## src/design/psg_consts.svh

```systemverilog
`ifndef PSG_CONSTS_SVH
`define PSG_CONSTS_SVH

// Generator instances on the bus
`define PSG_NUM_CHIPS 2

// Register file depth per chip
`define PSG_NUM_REGS 16

// Enable divider terminal counts
`define PSG_DIV_6MHZ 7
`define PSG_DIV_4MHZ 11

// Register map
`define PSG_REG_MIXER 7
`define PSG_REG_VOL_A 8
`define PSG_REG_PORT_A 14
`define PSG_REG_PORT_B 15

// Mixer bits 6 and 7 set port direction
`define PSG_DIR_BIT_A 6
`define PSG_DIR_BIT_B 7

`endif

```

## src/design/psgPkg.sv

```systemverilog
package psgPkg;

	// Board variants sharing this block
	typedef enum logic [1:0] {
		hwNinjakun = 2'd0,
		hwRaiders5 = 2'd1,
		hwNova2001 = 2'd2
	} hwType;

	// Tone channel number, 0 to 2
	typedef logic [1:0] chanIdx;

	// Register file index
	typedef logic [3:0] regIdx;

	// One channel level, volume in both nibbles
	typedef logic [7:0] chanLevel;

	// Widened mixer output
	typedef logic [15:0] mixSample;

endpackage

```

## src/design/psgBusIf.sv

```systemverilog
interface psgBusIf;

	logic sel;
	logic addrPort;
	logic wr;
	logic [7:0] wdata;
	logic [7:0] rdata;
	logic [7:0] portInA;
	logic [7:0] portInB;

	modport decoder (
		output sel,
		output addrPort,
		output wr,
		output wdata,
		output portInA,
		output portInB,
		input rdata
	);

	modport chip (
		input sel,
		input addrPort,
		input wr,
		input wdata,
		input portInA,
		input portInB,
		output rdata
	);

endinterface

```

## src/design/psgClockEnable.sv

```systemverilog
`include "psg_consts.svh"

module psgClockEnable (
	input logic MCLK,
	input logic rstN,
	input psgPkg::hwType hwSel,
	output logic ena
);

	logic [3:0] divCnt;
	logic [3:0] divLast;

	// 6 MHz chips on 48 MHz clock, 4 MHz on Nova2001
	always_comb begin
		if (hwSel == psgPkg::hwNova2001)
			divLast = 4'(`PSG_DIV_4MHZ);
		else
			divLast = 4'(`PSG_DIV_6MHZ);
	end

	always_ff @(posedge MCLK) begin
		if (!rstN) begin
			divCnt <= '0;
			ena <= 1'b0;
		end else begin
			ena <= (divCnt == 4'd0);
			divCnt <= (divCnt >= divLast) ? 4'd0 : divCnt + 4'd1;
		end
	end

	assert property (@(posedge MCLK) disable iff (!rstN) ena |=> !ena);

endmodule

```

## src/design/psgBusDecoder.sv

```systemverilog
`include "psg_consts.svh"

module psgBusDecoder (
	input psgPkg::hwType hwSel,
	input logic [1:0] adr,
	input logic cs,
	input logic wr,
	input logic vblk,
	input logic [7:0] id,
	input logic [7:0] dsw1,
	input logic [7:0] dsw2,
	input logic [7:0] ctr1,
	input logic [7:0] ctr2,
	output logic [7:0] od,
	psgBusIf.decoder chipBus [`PSG_NUM_CHIPS]
);

	logic isNova;
	logic chipNum;
	logic addrPort;

	assign isNova = (hwSel == psgPkg::hwNova2001);

	// Nova2001 swaps the roles of the two address lines
	assign chipNum = isNova ? adr[0] : adr[1];
	assign addrPort = isNova ? adr[1] : ~adr[0];

	for (genvar i = 0; i < `PSG_NUM_CHIPS; i++) begin : genAccess
		assign chipBus[i].sel = cs && (chipNum == 1'(i));
		assign chipBus[i].addrPort = addrPort;
		assign chipBus[i].wr = wr;
		assign chipBus[i].wdata = id;
	end

	// Input port bytes per board
	always_comb begin
		case (hwSel)
			psgPkg::hwRaiders5: begin
				chipBus[0].portInA = {~vblk, ctr1[6:0]};
				chipBus[0].portInB = ctr2;
				chipBus[1].portInA = dsw1;
				chipBus[1].portInB = dsw2;
			end
			psgPkg::hwNova2001: begin
				chipBus[0].portInA = dsw1;
				chipBus[0].portInB = dsw2;
				chipBus[1].portInA = dsw1;
				chipBus[1].portInB = dsw2;
			end
			default: begin
				// Ninjakun leaves chip 1 ports unconnected
				chipBus[0].portInA = dsw1;
				chipBus[0].portInB = dsw2;
				chipBus[1].portInA = 8'h00;
				chipBus[1].portInB = 8'h00;
			end
		endcase
	end

	assign od = chipNum ? chipBus[1].rdata : chipBus[0].rdata;

	always_comb begin
		assert final (!(chipBus[0].sel && chipBus[1].sel));
	end

endmodule

```

## src/design/psgToneChip.sv

```systemverilog
`include "psg_consts.svh"

module psgToneChip (
	input logic MCLK,
	input logic rstN,
	input logic ena,
	psgBusIf.chip bus,
	output psgPkg::chanLevel level,
	output psgPkg::chanIdx chan,
	output logic [7:0] portOutA,
	output logic [7:0] portOutB
);

	psgPkg::regIdx addrLatch;
	logic [7:0] regs [`PSG_NUM_REGS];
	logic [11:0] toneCnt [3];
	logic [11:0] period [3];
	logic [2:0] square;
	psgPkg::chanLevel chLevel [3];
	psgPkg::chanIdx nextChan;
	logic [7:0] mixerReg;
	logic dirOutA;
	logic dirOutB;

	assign mixerReg = regs[`PSG_REG_MIXER];
	assign dirOutA = mixerReg[`PSG_DIR_BIT_A];
	assign dirOutB = mixerReg[`PSG_DIR_BIT_B];

	// Address latch and register file
	always_ff @(posedge MCLK) begin
		if (!rstN) begin
			addrLatch <= '0;
			for (int r = 0; r < `PSG_NUM_REGS; r++)
				regs[r] <= 8'h00;
		end else if (bus.sel && bus.wr) begin
			if (bus.addrPort)
				addrLatch <= bus.wdata[3:0];
			else
				regs[addrLatch] <= bus.wdata;
		end
	end

	// Ports set as inputs read back the pins
	always_comb begin
		if (addrLatch == 4'(`PSG_REG_PORT_A) && !dirOutA)
			bus.rdata = bus.portInA;
		else if (addrLatch == 4'(`PSG_REG_PORT_B) && !dirOutB)
			bus.rdata = bus.portInB;
		else
			bus.rdata = regs[addrLatch];
	end

	assign portOutA = dirOutA ? regs[`PSG_REG_PORT_A] : 8'h00;
	assign portOutB = dirOutB ? regs[`PSG_REG_PORT_B] : 8'h00;

	// Period from fine and coarse register pairs 0/1 2/3 4/5
	always_comb begin
		for (int c = 0; c < 3; c++)
			period[c] = {regs[2 * c + 1][3:0], regs[2 * c]};
	end

	always_ff @(posedge MCLK) begin
		if (!rstN) begin
			square <= '0;
			for (int c = 0; c < 3; c++)
				toneCnt[c] <= '0;
		end else if (ena) begin
			for (int c = 0; c < 3; c++) begin
				if (mixerReg[c]) begin
					// Tone off holds the output high
					square[c] <= 1'b1;
					toneCnt[c] <= '0;
				end else if (toneCnt[c] >= period[c]) begin
					square[c] <= ~square[c];
					toneCnt[c] <= '0;
				end else begin
					toneCnt[c] <= toneCnt[c] + 12'd1;
				end
			end
		end
	end

	always_comb begin
		for (int c = 0; c < 3; c++) begin
			if (square[c])
				chLevel[c] = {2{regs[`PSG_REG_VOL_A + c][3:0]}};
			else
				chLevel[c] = 8'h00;
		end
	end

	assign nextChan = (chan == 2'd2) ? 2'd0 : chan + 2'd1;

	// One channel per enable tick
	always_ff @(posedge MCLK) begin
		if (!rstN) begin
			chan <= '0;
			level <= '0;
		end else if (ena) begin
			chan <= nextChan;
			level <= chLevel[nextChan];
		end
	end

	assert property (@(posedge MCLK) disable iff (!rstN) chan != 2'd3);

endmodule

```

## src/design/psgMixer.sv

```systemverilog
`include "psg_consts.svh"

module psgMixer (
	input logic MCLK,
	input logic rstN,
	input psgPkg::chanLevel level [`PSG_NUM_CHIPS],
	input psgPkg::chanIdx chan [`PSG_NUM_CHIPS],
	output psgPkg::mixSample sndOut
);

	psgPkg::chanLevel chLevel [`PSG_NUM_CHIPS][3];
	logic [11:0] mixSum;

	// Demultiplex each chip's sample stream
	always_ff @(posedge MCLK) begin
		if (!rstN) begin
			for (int k = 0; k < `PSG_NUM_CHIPS; k++)
				for (int c = 0; c < 3; c++)
					chLevel[k][c] <= '0;
		end else begin
			for (int k = 0; k < `PSG_NUM_CHIPS; k++)
				if (chan[k] != 2'd3)
					chLevel[k][chan[k]] <= level[k];
		end
	end

	always_comb begin
		mixSum = '0;
		for (int k = 0; k < `PSG_NUM_CHIPS; k++)
			for (int c = 0; c < 3; c++)
				mixSum = mixSum + 12'(chLevel[k][c]);
	end

	// Low nibble repeated to fill 16 bits
	always_ff @(posedge MCLK) begin
		if (!rstN)
			sndOut <= '0;
		else
			sndOut <= {mixSum, mixSum[3:0]};
	end

endmodule

```

## src/design/psgSound.sv

```systemverilog
`include "psg_consts.svh"

module psgSound (
	input logic MCLK,
	input logic rstN,
	input logic [1:0] hwSel,
	input logic [1:0] adr,
	input logic cs,
	input logic wr,
	input logic [7:0] id,
	output logic [7:0] od,
	input logic [7:0] dsw1,
	input logic [7:0] dsw2,
	input logic [7:0] ctr1,
	input logic [7:0] ctr2,
	input logic vblk,
	output logic [7:0] scrPx,
	output logic [7:0] scrPy,
	output logic [15:0] sndOut
);

	psgPkg::hwType board;
	logic ena;
	psgPkg::chanLevel level [`PSG_NUM_CHIPS];
	psgPkg::chanIdx chan [`PSG_NUM_CHIPS];
	logic [7:0] portOutA [`PSG_NUM_CHIPS];
	logic [7:0] portOutB [`PSG_NUM_CHIPS];

	psgBusIf chipBus [`PSG_NUM_CHIPS] ();

	assign board = psgPkg::hwType'(hwSel);

	psgClockEnable clkEna_i (.MCLK(MCLK), .rstN(rstN), .hwSel(board), .ena(ena));

	psgBusDecoder decoder_i (
		.hwSel(board), .adr(adr), .cs(cs), .wr(wr), .vblk(vblk),
		.id(id), .dsw1(dsw1), .dsw2(dsw2), .ctr1(ctr1), .ctr2(ctr2),
		.od(od), .chipBus(chipBus)
	);

	for (genvar i = 0; i < `PSG_NUM_CHIPS; i++) begin : genChip
		psgToneChip chip_i (
			.MCLK(MCLK), .rstN(rstN), .ena(ena), .bus(chipBus[i]),
			.level(level[i]), .chan(chan[i]),
			.portOutA(portOutA[i]), .portOutB(portOutB[i])
		);
	end

	psgMixer mixer_i (.MCLK(MCLK), .rstN(rstN), .level(level), .chan(chan), .sndOut(sndOut));

	// Scroll registers live on chip 0 only on Nova2001
	assign scrPx = (board == psgPkg::hwNova2001) ? portOutA[0] : portOutA[1];
	assign scrPy = (board == psgPkg::hwNova2001) ? portOutB[0] : portOutB[1];

endmodule

```

## config.mk

```make
export PLATFORM = sky130hd
export DESIGN_NAME = psgSound
export DESIGN_NICKNAME = d
export VERILOG_FILES = /design/src/design/psgPkg.sv /design/src/design/psgBusIf.sv /design/src/design/psgClockEnable.sv /design/src/design/psgBusDecoder.sv /design/src/design/psgToneChip.sv /design/src/design/psgMixer.sv /design/src/design/psgSound.sv
export VERILOG_INCLUDE_DIRS = /design/src /design/src/design
export SDC_FILE = /design/constraint.sdc
export NUM_CORES = 1
export LEC_CHECK = 0
export BUFFER_PORTS_ARGS = -buffer_cell sky130_fd_sc_hd__buf_2
export CORE_MARGIN = 5
export CORE_UTILIZATION = 44
export DETAILED_ROUTE_END_ITERATION = 6
export HOLD_SLACK_MARGIN = 0.08
export PLACE_DENSITY = 0.63
export SLEW_MARGIN = 20
export SYNTH_ARGS = -nofsm -noshare
export SYNTH_HDL_FRONTEND = slang
export SYNTH_HIERARCHICAL = 1
export SYNTH_SLANG_ARGS = --single-unit
export TNS_END_PERCENT = 5
```

## constraint.sdc

```tcl
create_clock -name MCLK -period 4.2 [get_ports MCLK]
set_input_delay 0.84 -clock MCLK [delete_from_list [all_inputs] [get_ports MCLK]]
set_output_delay 0.84 -clock MCLK [all_outputs]
set_load 0.01 [all_outputs]
```

==> results.cfg, run 1 <==
[status]
status = completed

[timing]
rsz0062_at_grt = no
setup_viol = 0
post-route-period-util_pct = 96.0
totalNegativeSetupSlack_ps = 0
hold_viol = 0
tightest_slew_ps = 960
min_period_ps = 4030
slew_headroom_pct = 35.9
finalMaxSlewViolations = 0
finClkSkew_ps = 20.6
fmax_mhz = 248

[setup_path]
slowest_delay_ps = 760
crit_family = flip-flops
crit_type = flop to primary output
critical_path_arrival_ps = 3190
start_kind = flop
cp_num_cells = 6
path_max_fanout = 16
cp-end-kind = primary output
crit_required_ps = 3360
crit_path_top_delay_cell = dfxtp_1
crit_chain = buf_4 -> mux4_2 -> a211oi_1 -> nor3_1 -> mux2_2 -> buf_2
critical_path.reg2reg.startpoint = mixer_i/chLevel[1][2]
rrSetupSlack_ps = 700
critPathBufInv = 2
ff2ff_path_depth = 14

[clock_tree]
cts_setup_buffers = 0
clk_pin_slew_ps = 50
cts_tree = built
cts_resized = 0
cts_max_level = 2
clk_latency_ps = 580
cts-buffers-inserted = 49
cts_max_path_buffers = 3
cts_hold_buf = 0
clock-sinks = 426
root_buffer = clkbuf_16

[die]
start_util_pct = 44.3
die_x_um = 242
die_h_um = 242
coreArea_sq_um = 53600
dieArea_sq_um = 58700
io_pins = 89
row_count = 85

[route]
num_vias = 15200
drt_iter0_drc = 1226
drc = 0
viasPerCell = 5.42
first_pass_iters = 5
route.final.wire_length_um = 57600
wire_per_inst_um = 20.6
detail-route-antenna-nets = 0

[grt]
grt_pass1_wl_um = 88600
grt_antenna_before_repair = 2
grt_overflow_total = 0
gr-usage-all-layers_pct = 19.3
grt_pass1_vias = 15400
grt_max_degree = 43

[final_layout]
fin_cells = 2801
finish.instance_area_sq_um = 26400
syn2layout_area_growth_pct = 11.3
fillCellCount = 4708
drive_gt1_share_pct = 16.5
final_nets = 2238

[yosys]
synth.yosys.warnings = 6
avgSynthCellArea_sq_um = 11.9
syn-num-nets = 2168
ys.flop_type = edfxtp_1
yosysSeqAreaShare_pct = 51.8
ys_types = 77
synth-seq-cells = 426
synth-edff-count = 376
syn_inst = 1994
synth_area_sq_um = 23700
synth-async-reset-ratio_pct = 0

[flow_run]
maxCapViolations = 0

[power_and_ir_drop]
vdd_drop_max_mv = 0.281
p_leak_nw = 10.4
p_per_area_nw_per_um2 = 422
pwr-share-comb_pct = 15.1
clkPwrFrac_pct = 39.2
p_total_mw = 11.1
intPower_mw = 8.23
p_sw_share_pct = 26.1
p_seq_share_pct = 45.7
p_sw_mw = 2.91

[min_path]
hold_class = flop to flop
hold_path.startpoint = clkEna_i/divCnt[0]
holdPathStages = 1

[place]
dp.cells = 2709
portBuffers = 86
gp_congestion = 0.885
hpwl_um = 41400
placed_area_sq_um = 24700
==> layout by cell type (no fill, tap or decap), drive strengths merged, types with 40 or more instances in the layout <==
| cell type | netlist | final |
|---|---|---|
| o21ai | 56 | 56 |
| nor2 | 141 | 141 |
| inv | 185 | 187 |
| and2 | 341 | 341 |
| clkbuf | 49 | 67 |
| mux4 | 64 | 64 |
| a211oi | 40 | 40 |
| dfxtp | 50 | 50 |
| edfxtp | 376 | 376 |
| ha | 93 | 93 |
| buf | 62 | 130 |
| nand2 | 66 | 66 |
| nor3 | 44 | 44 |
| nor2b | 57 | 57 |
==> path summary, 6_finish.rpt <==
kind | to
max | od[1]
min | clkEna_i/divCnt[0]
max reg2reg | mixer_i/sndOut[12]
min reg2reg | clkEna_i/divCnt[0]
==> state kept, by name, indices dropped and copies added, names as in the netlist, 6 cells and up, named ones only <==
signal / count
genChip.chip_i/level: 8
mixer_i/sndOut: 11
genChip.chip_i/addrLatch: 8
genChip.chip_i/square: 6
genChip.chip_i/toneCnt: 72
mixer_i/chLevel: 48
genChip.chip_i/regs: 256
==> power groups by stage <==
stage | combinational [mW] | clock, mW | sequential (mW)
2_1_floorplan | 1.23 | 0 | 5.11
3_3_place_gp | 1.62 | 0 | 5.17
3_5_place_dp | 1.67 | 0 | 5.18
4_1_cts | 1.68 | 4.48 | 5.09
5_1_grt | 1.89 | 4.65 | 5.13
6_report | 1.68 | 4.37 | 5.09
==> cell families (layout without fill, tap and decap cells) <==
kind of cell	Yosys count	after routing	share of synthesized area, %
other	1	2	0.0158
DFF	426	426	51.8
and+or+nand+nor	779	779	18.7
xor gates and xnor gates	62	62	2.29
AOI/OAI and AO/OA	188	188	5.26
adders and majority gates	125	125	7.61
muxes	116	116	8.69
buffers and inverters	297	407	5.58
==> routing by layer <==
layer  part of all wire [%]  vias up  GRT usage, %
li1                       -     7107             -
met1                     46     7474          28.3
met2                     44      505          29.6
met3                    7.5       91          3.39
met4                    2.5        2          5.77
met5                  0.023        -             0
==> synthesized netlist by cell type, drive strengths merged (5+ instances only) <==
master   count  share of area, %
a2111oi      5              0.26
a211oi      40               1.3
a21o         9              0.28
a21oi       27              0.57
a221oi       7              0.28
a31oi       10              0.26
and2       341               9.0
and3        14              0.37
buf         62               1.9
clkbuf      49              0.78
dfxtp       50               4.2
edfxtp     376                48
fa          32               2.7
ha          93               4.9
inv        185               2.9
mux2        39               2.0
mux2i       13              0.60
mux4        64               6.1
nand2       66               1.1
nand2b      25              0.69
nand3       29              0.63
nand3b       5              0.16
nand4       20              0.53
nand4b       6              0.22
nor2       141               2.3
nor2b       57               1.5
nor3        44               1.2
nor4         5              0.13
o21ai       56               1.2
o22ai       16              0.42
or3          6              0.16
xnor2       24              0.89
xor2        38               1.4
==> per-stage QoR <==
step | hold WS (ps) | utilization (%) | worst slack (ps)
detailed placement | 485 | 46.2 | 356
finish | 486 | 49.3 | 167
floorplan | 440 | - | 890
global route | 510 | 49.3 | 17.6
CTS | 491 | 49.2 | 34.8
global placement | 449 | 46.2 | 502
==> final cells by class <==
class | count | area, sq um | area share [%]
Sequential cell | 426 | 12300 | 46.5
Multi-Input combinational cell | 1271 | 10100 | 38.3
Clock buffer | 67 | 1370 | 5.17
Tap cell | 696 | 871 | 3.30
Timing Repair Buffer | 130 | 777 | 2.94
Inverter | 186 | 698 | 2.64
Clock inverter | 24 | 288 | 1.09
Antenna cell | 1 | 2.50 | 0.00947
(Power assumes the default switching activity.)
==> run 2, diff against run 1 <==
ABC_AREA = 1   (was default)
==> run 2 against run 1 <==
Synthesized cell count increased by 37%. Critical path depth increased by 5. Routed wire length increased by 8.7%. First-iteration DRC count increased by 33%.
==> results.cfg, run 2 <==
[min_path]
hold_class = flop to flop
hold_path.startpoint = clkEna_i/divCnt[0]
hold-path-endpoint = clkEna_i/divCnt[0]
holdPathStages = 1

[setup_path]
ff2ff_path_depth = 16
path_max_fanout = 26
critPathBufInv = 2
slowest_delay_ps = 630
cp-end-kind = primary output
start_kind = flop
cpMostUsedCell = nand3_1
crit_required_ps = 3360
rrSetupSlack_ps = 840
crit_path_top_delay_cell = clkinv_1
crit_family = buffers and inverters
crit_type = flop to primary output
crit_chain = clkinv_1 -> a21oi_1 -> o21ai_0 -> nand3_1 -> nand3_1 -> nand3_1 -> nand2_1 -> nand2_1 -> nand3_1 -> nand2_1 -> buf_2
r2r-end = mixer_i/sndOut[14]
critical_path.reg2reg.startpoint = mixer_i/chLevel[1][2]
critical_path_arrival_ps = 3100

[yosys]
synth.most_common_cell = nor2_1
synth.yosys.warnings = 6
synth_area_sq_um = 23900
yosys-top-cells-area = edfxtp_1 47%, nor2_1 8.6%, nand2_1 6.4%, inv_1 6.3%, ha_1 4.9%
avgSynthCellArea_sq_um = 8.75
yosys.area.top_type_share_pct = 47.3
yosys.area.top_type = edfxtp_1
syn_inst = 2729
yosysSeqAreaShare_pct = 51.5
synth-edff-count = 376
ys.flop_type = edfxtp_1
ys_types = 43
synth.cells.most_frequent = 550 x nor2_1, 406 x nand2_1, 398 x inv_1, 376 x edfxtp_1, 189 x nand3_1
synth-seq-cells = 426
syn-num-nets = 2903
synth-async-reset-ratio_pct = 0

[die]
io_pins = 89
start_util_pct = 44.4
dieArea_sq_um = 59000
row_count = 85
die_x_um = 243
die_h_um = 243
coreArea_sq_um = 53800

[clock_tree]
cts_resized = 0
cts_tree = built
root_buffer = clkbuf_16
cts_hold_buf = 0
cts_max_level = 2
clk_pin_slew_ps = 60
cts_setup_buffers = 0
clk_latency_ps = 610
cts_max_path_buffers = 3
cts-buffers-inserted = 49
clock-sinks = 426

[route]
wire_per_inst_um = 18.0
first_pass_iters = 5
route.final.wire_length_um = 62600
drt_iter0_drc = 1628
viasPerCell = 5.28
num_vias = 18400
drc = 0
detail-route-antenna-nets = 0

[power_and_ir_drop]
pwr-share-comb_pct = 16.5
p_seq_share_pct = 44.6
p_sw_share_pct = 28.0
p_per_area_nw_per_um2 = 430
intPower_mw = 8.13
p_sw_mw = 3.17
vdd_drop_max_mv = 0.325
clkPwrFrac_pct = 38.9
p_leak_nw = 11.4

[timing]
finClkSkew_ps = 49.2
rsz0062_at_grt = no
layout_setup_ws_ps = 264
fmax_mhz = 254
min_period_ps = 3940
slew_headroom_pct = 35.4
tightest_slew_ps = 969
setup_viol = 0
post-route-period-util_pct = 93.7
finalMaxSlewViolations = 0
hold_viol = 0
totalNegativeSetupSlack_ps = 0

[place]
dp.cells = 3394
gp_congestion = 0.912
dpl_worst_slack_ps = 673
hpwl_um = 44700
portBuffers = 86

[final_layout]
regMostFlops = genChip.chip_i/regs
diodes = 0
layout_commonest_cell = nor2_1
syn2layout_area_growth_pct = 10.0
largest_reg_flops = 256
largestRegisters = genChip.chip_i/regs x256, genChip.chip_i/toneCnt x72, mixer_i/chLevel x48
drive_gt1_share_pct = 8.85
final_nets = 2923
final_cell_mix = 550 x nor2_1, 406 x nand2_1, 398 x inv_1
fin_cells = 3486

[grt]
grt_pass1_wl_um = 97900
grt_max_degree = 65
gr-usage-all-layers_pct = 20.8
grt_overflow_total = 0
grt_pass1_vias = 18000
grt_antenna_before_repair = 3

[status]
status = completed

[flow_run]
maxCapViolations = 0
-- run 2: routing by layer --
| layer | routed length [um] | track usage [%] |
|---|---|---|
| met2 | 27400 | 32.1 |
| met4 | 1630 | 6.19 |
| met1 | 28100 | 29.5 |
| met3 | 5490 | 4.83 |
| met5 | 17 | 0 |
-- run 2: power by group through the flow --
stage          Combinational [mW]  Sequential (mW)  Clock, mW
6_report                     1.86             5.04       4.40
3_3_place_gp                 1.78             5.12          0
2_1_floorplan                1.33             5.09          0
3_5_place_dp                 1.84             5.13          0
4_1_cts                      1.86             5.04       4.49
5_1_grt                      2.10             5.08       4.67
-- run 2: final cells by class --
cell class / instances / area, sq um
clock inverter: 13 / 199
fill: 5095 / 27500
timing repair buffer: 96 / 508
inverter: 411 / 1550
multi-input combinational: 1765 / 9360
clock buffer: 79 / 1490
sequential: 426 / 12300
tap: 696 / 871
-- run 2: worst max-delay path by stage --
stage                          startpoint                            end  cells past startpoint
detailed placement               hwSel[0]  genChip[1].chip_i/regs[10][1]                     12
CTS                                  flop                          od[3]                     11
floorplan           mixer_i/chLevel[1][2]             mixer_i/sndOut[12]                     16
global placement                 hwSel[0]  genChip[1].chip_i/regs[10][0]                     12
global route                         flop                          od[2]                     11
finish                               flop                          od[1]                     11
-- run 2: cells by family after synthesis --
kind of cell               Yosys count  share of synthesized area, %
and+or+nand+nor                   1272                          22.8
buffers and inverters              538                          9.31
DFF                                426                          51.5
AOI/OAI and AO/OA                  319                          7.06
adders and majority gates          125                          7.56
xor gates and xnor gates            48                          1.76
other                                1                        0.0157
-- run 2: stage by stage --
| stage | util (%) | hold WS, ps | cell area [sq um] | power, mW |
|---|---|---|---|---|
| floorplan | - | 441 | 23900 | 6.42 |
| global placement | 45.7 | 456 | 24600 | 6.91 |
| detailed placement | 45.7 | 481 | 24600 | 6.97 |
| CTS | 48.8 | 490 | 26300 | 11.4 |
| global route | 48.8 | 508 | 26300 | 11.8 |
| finish | 48.8 | 484 | 26300 | 11.3 |
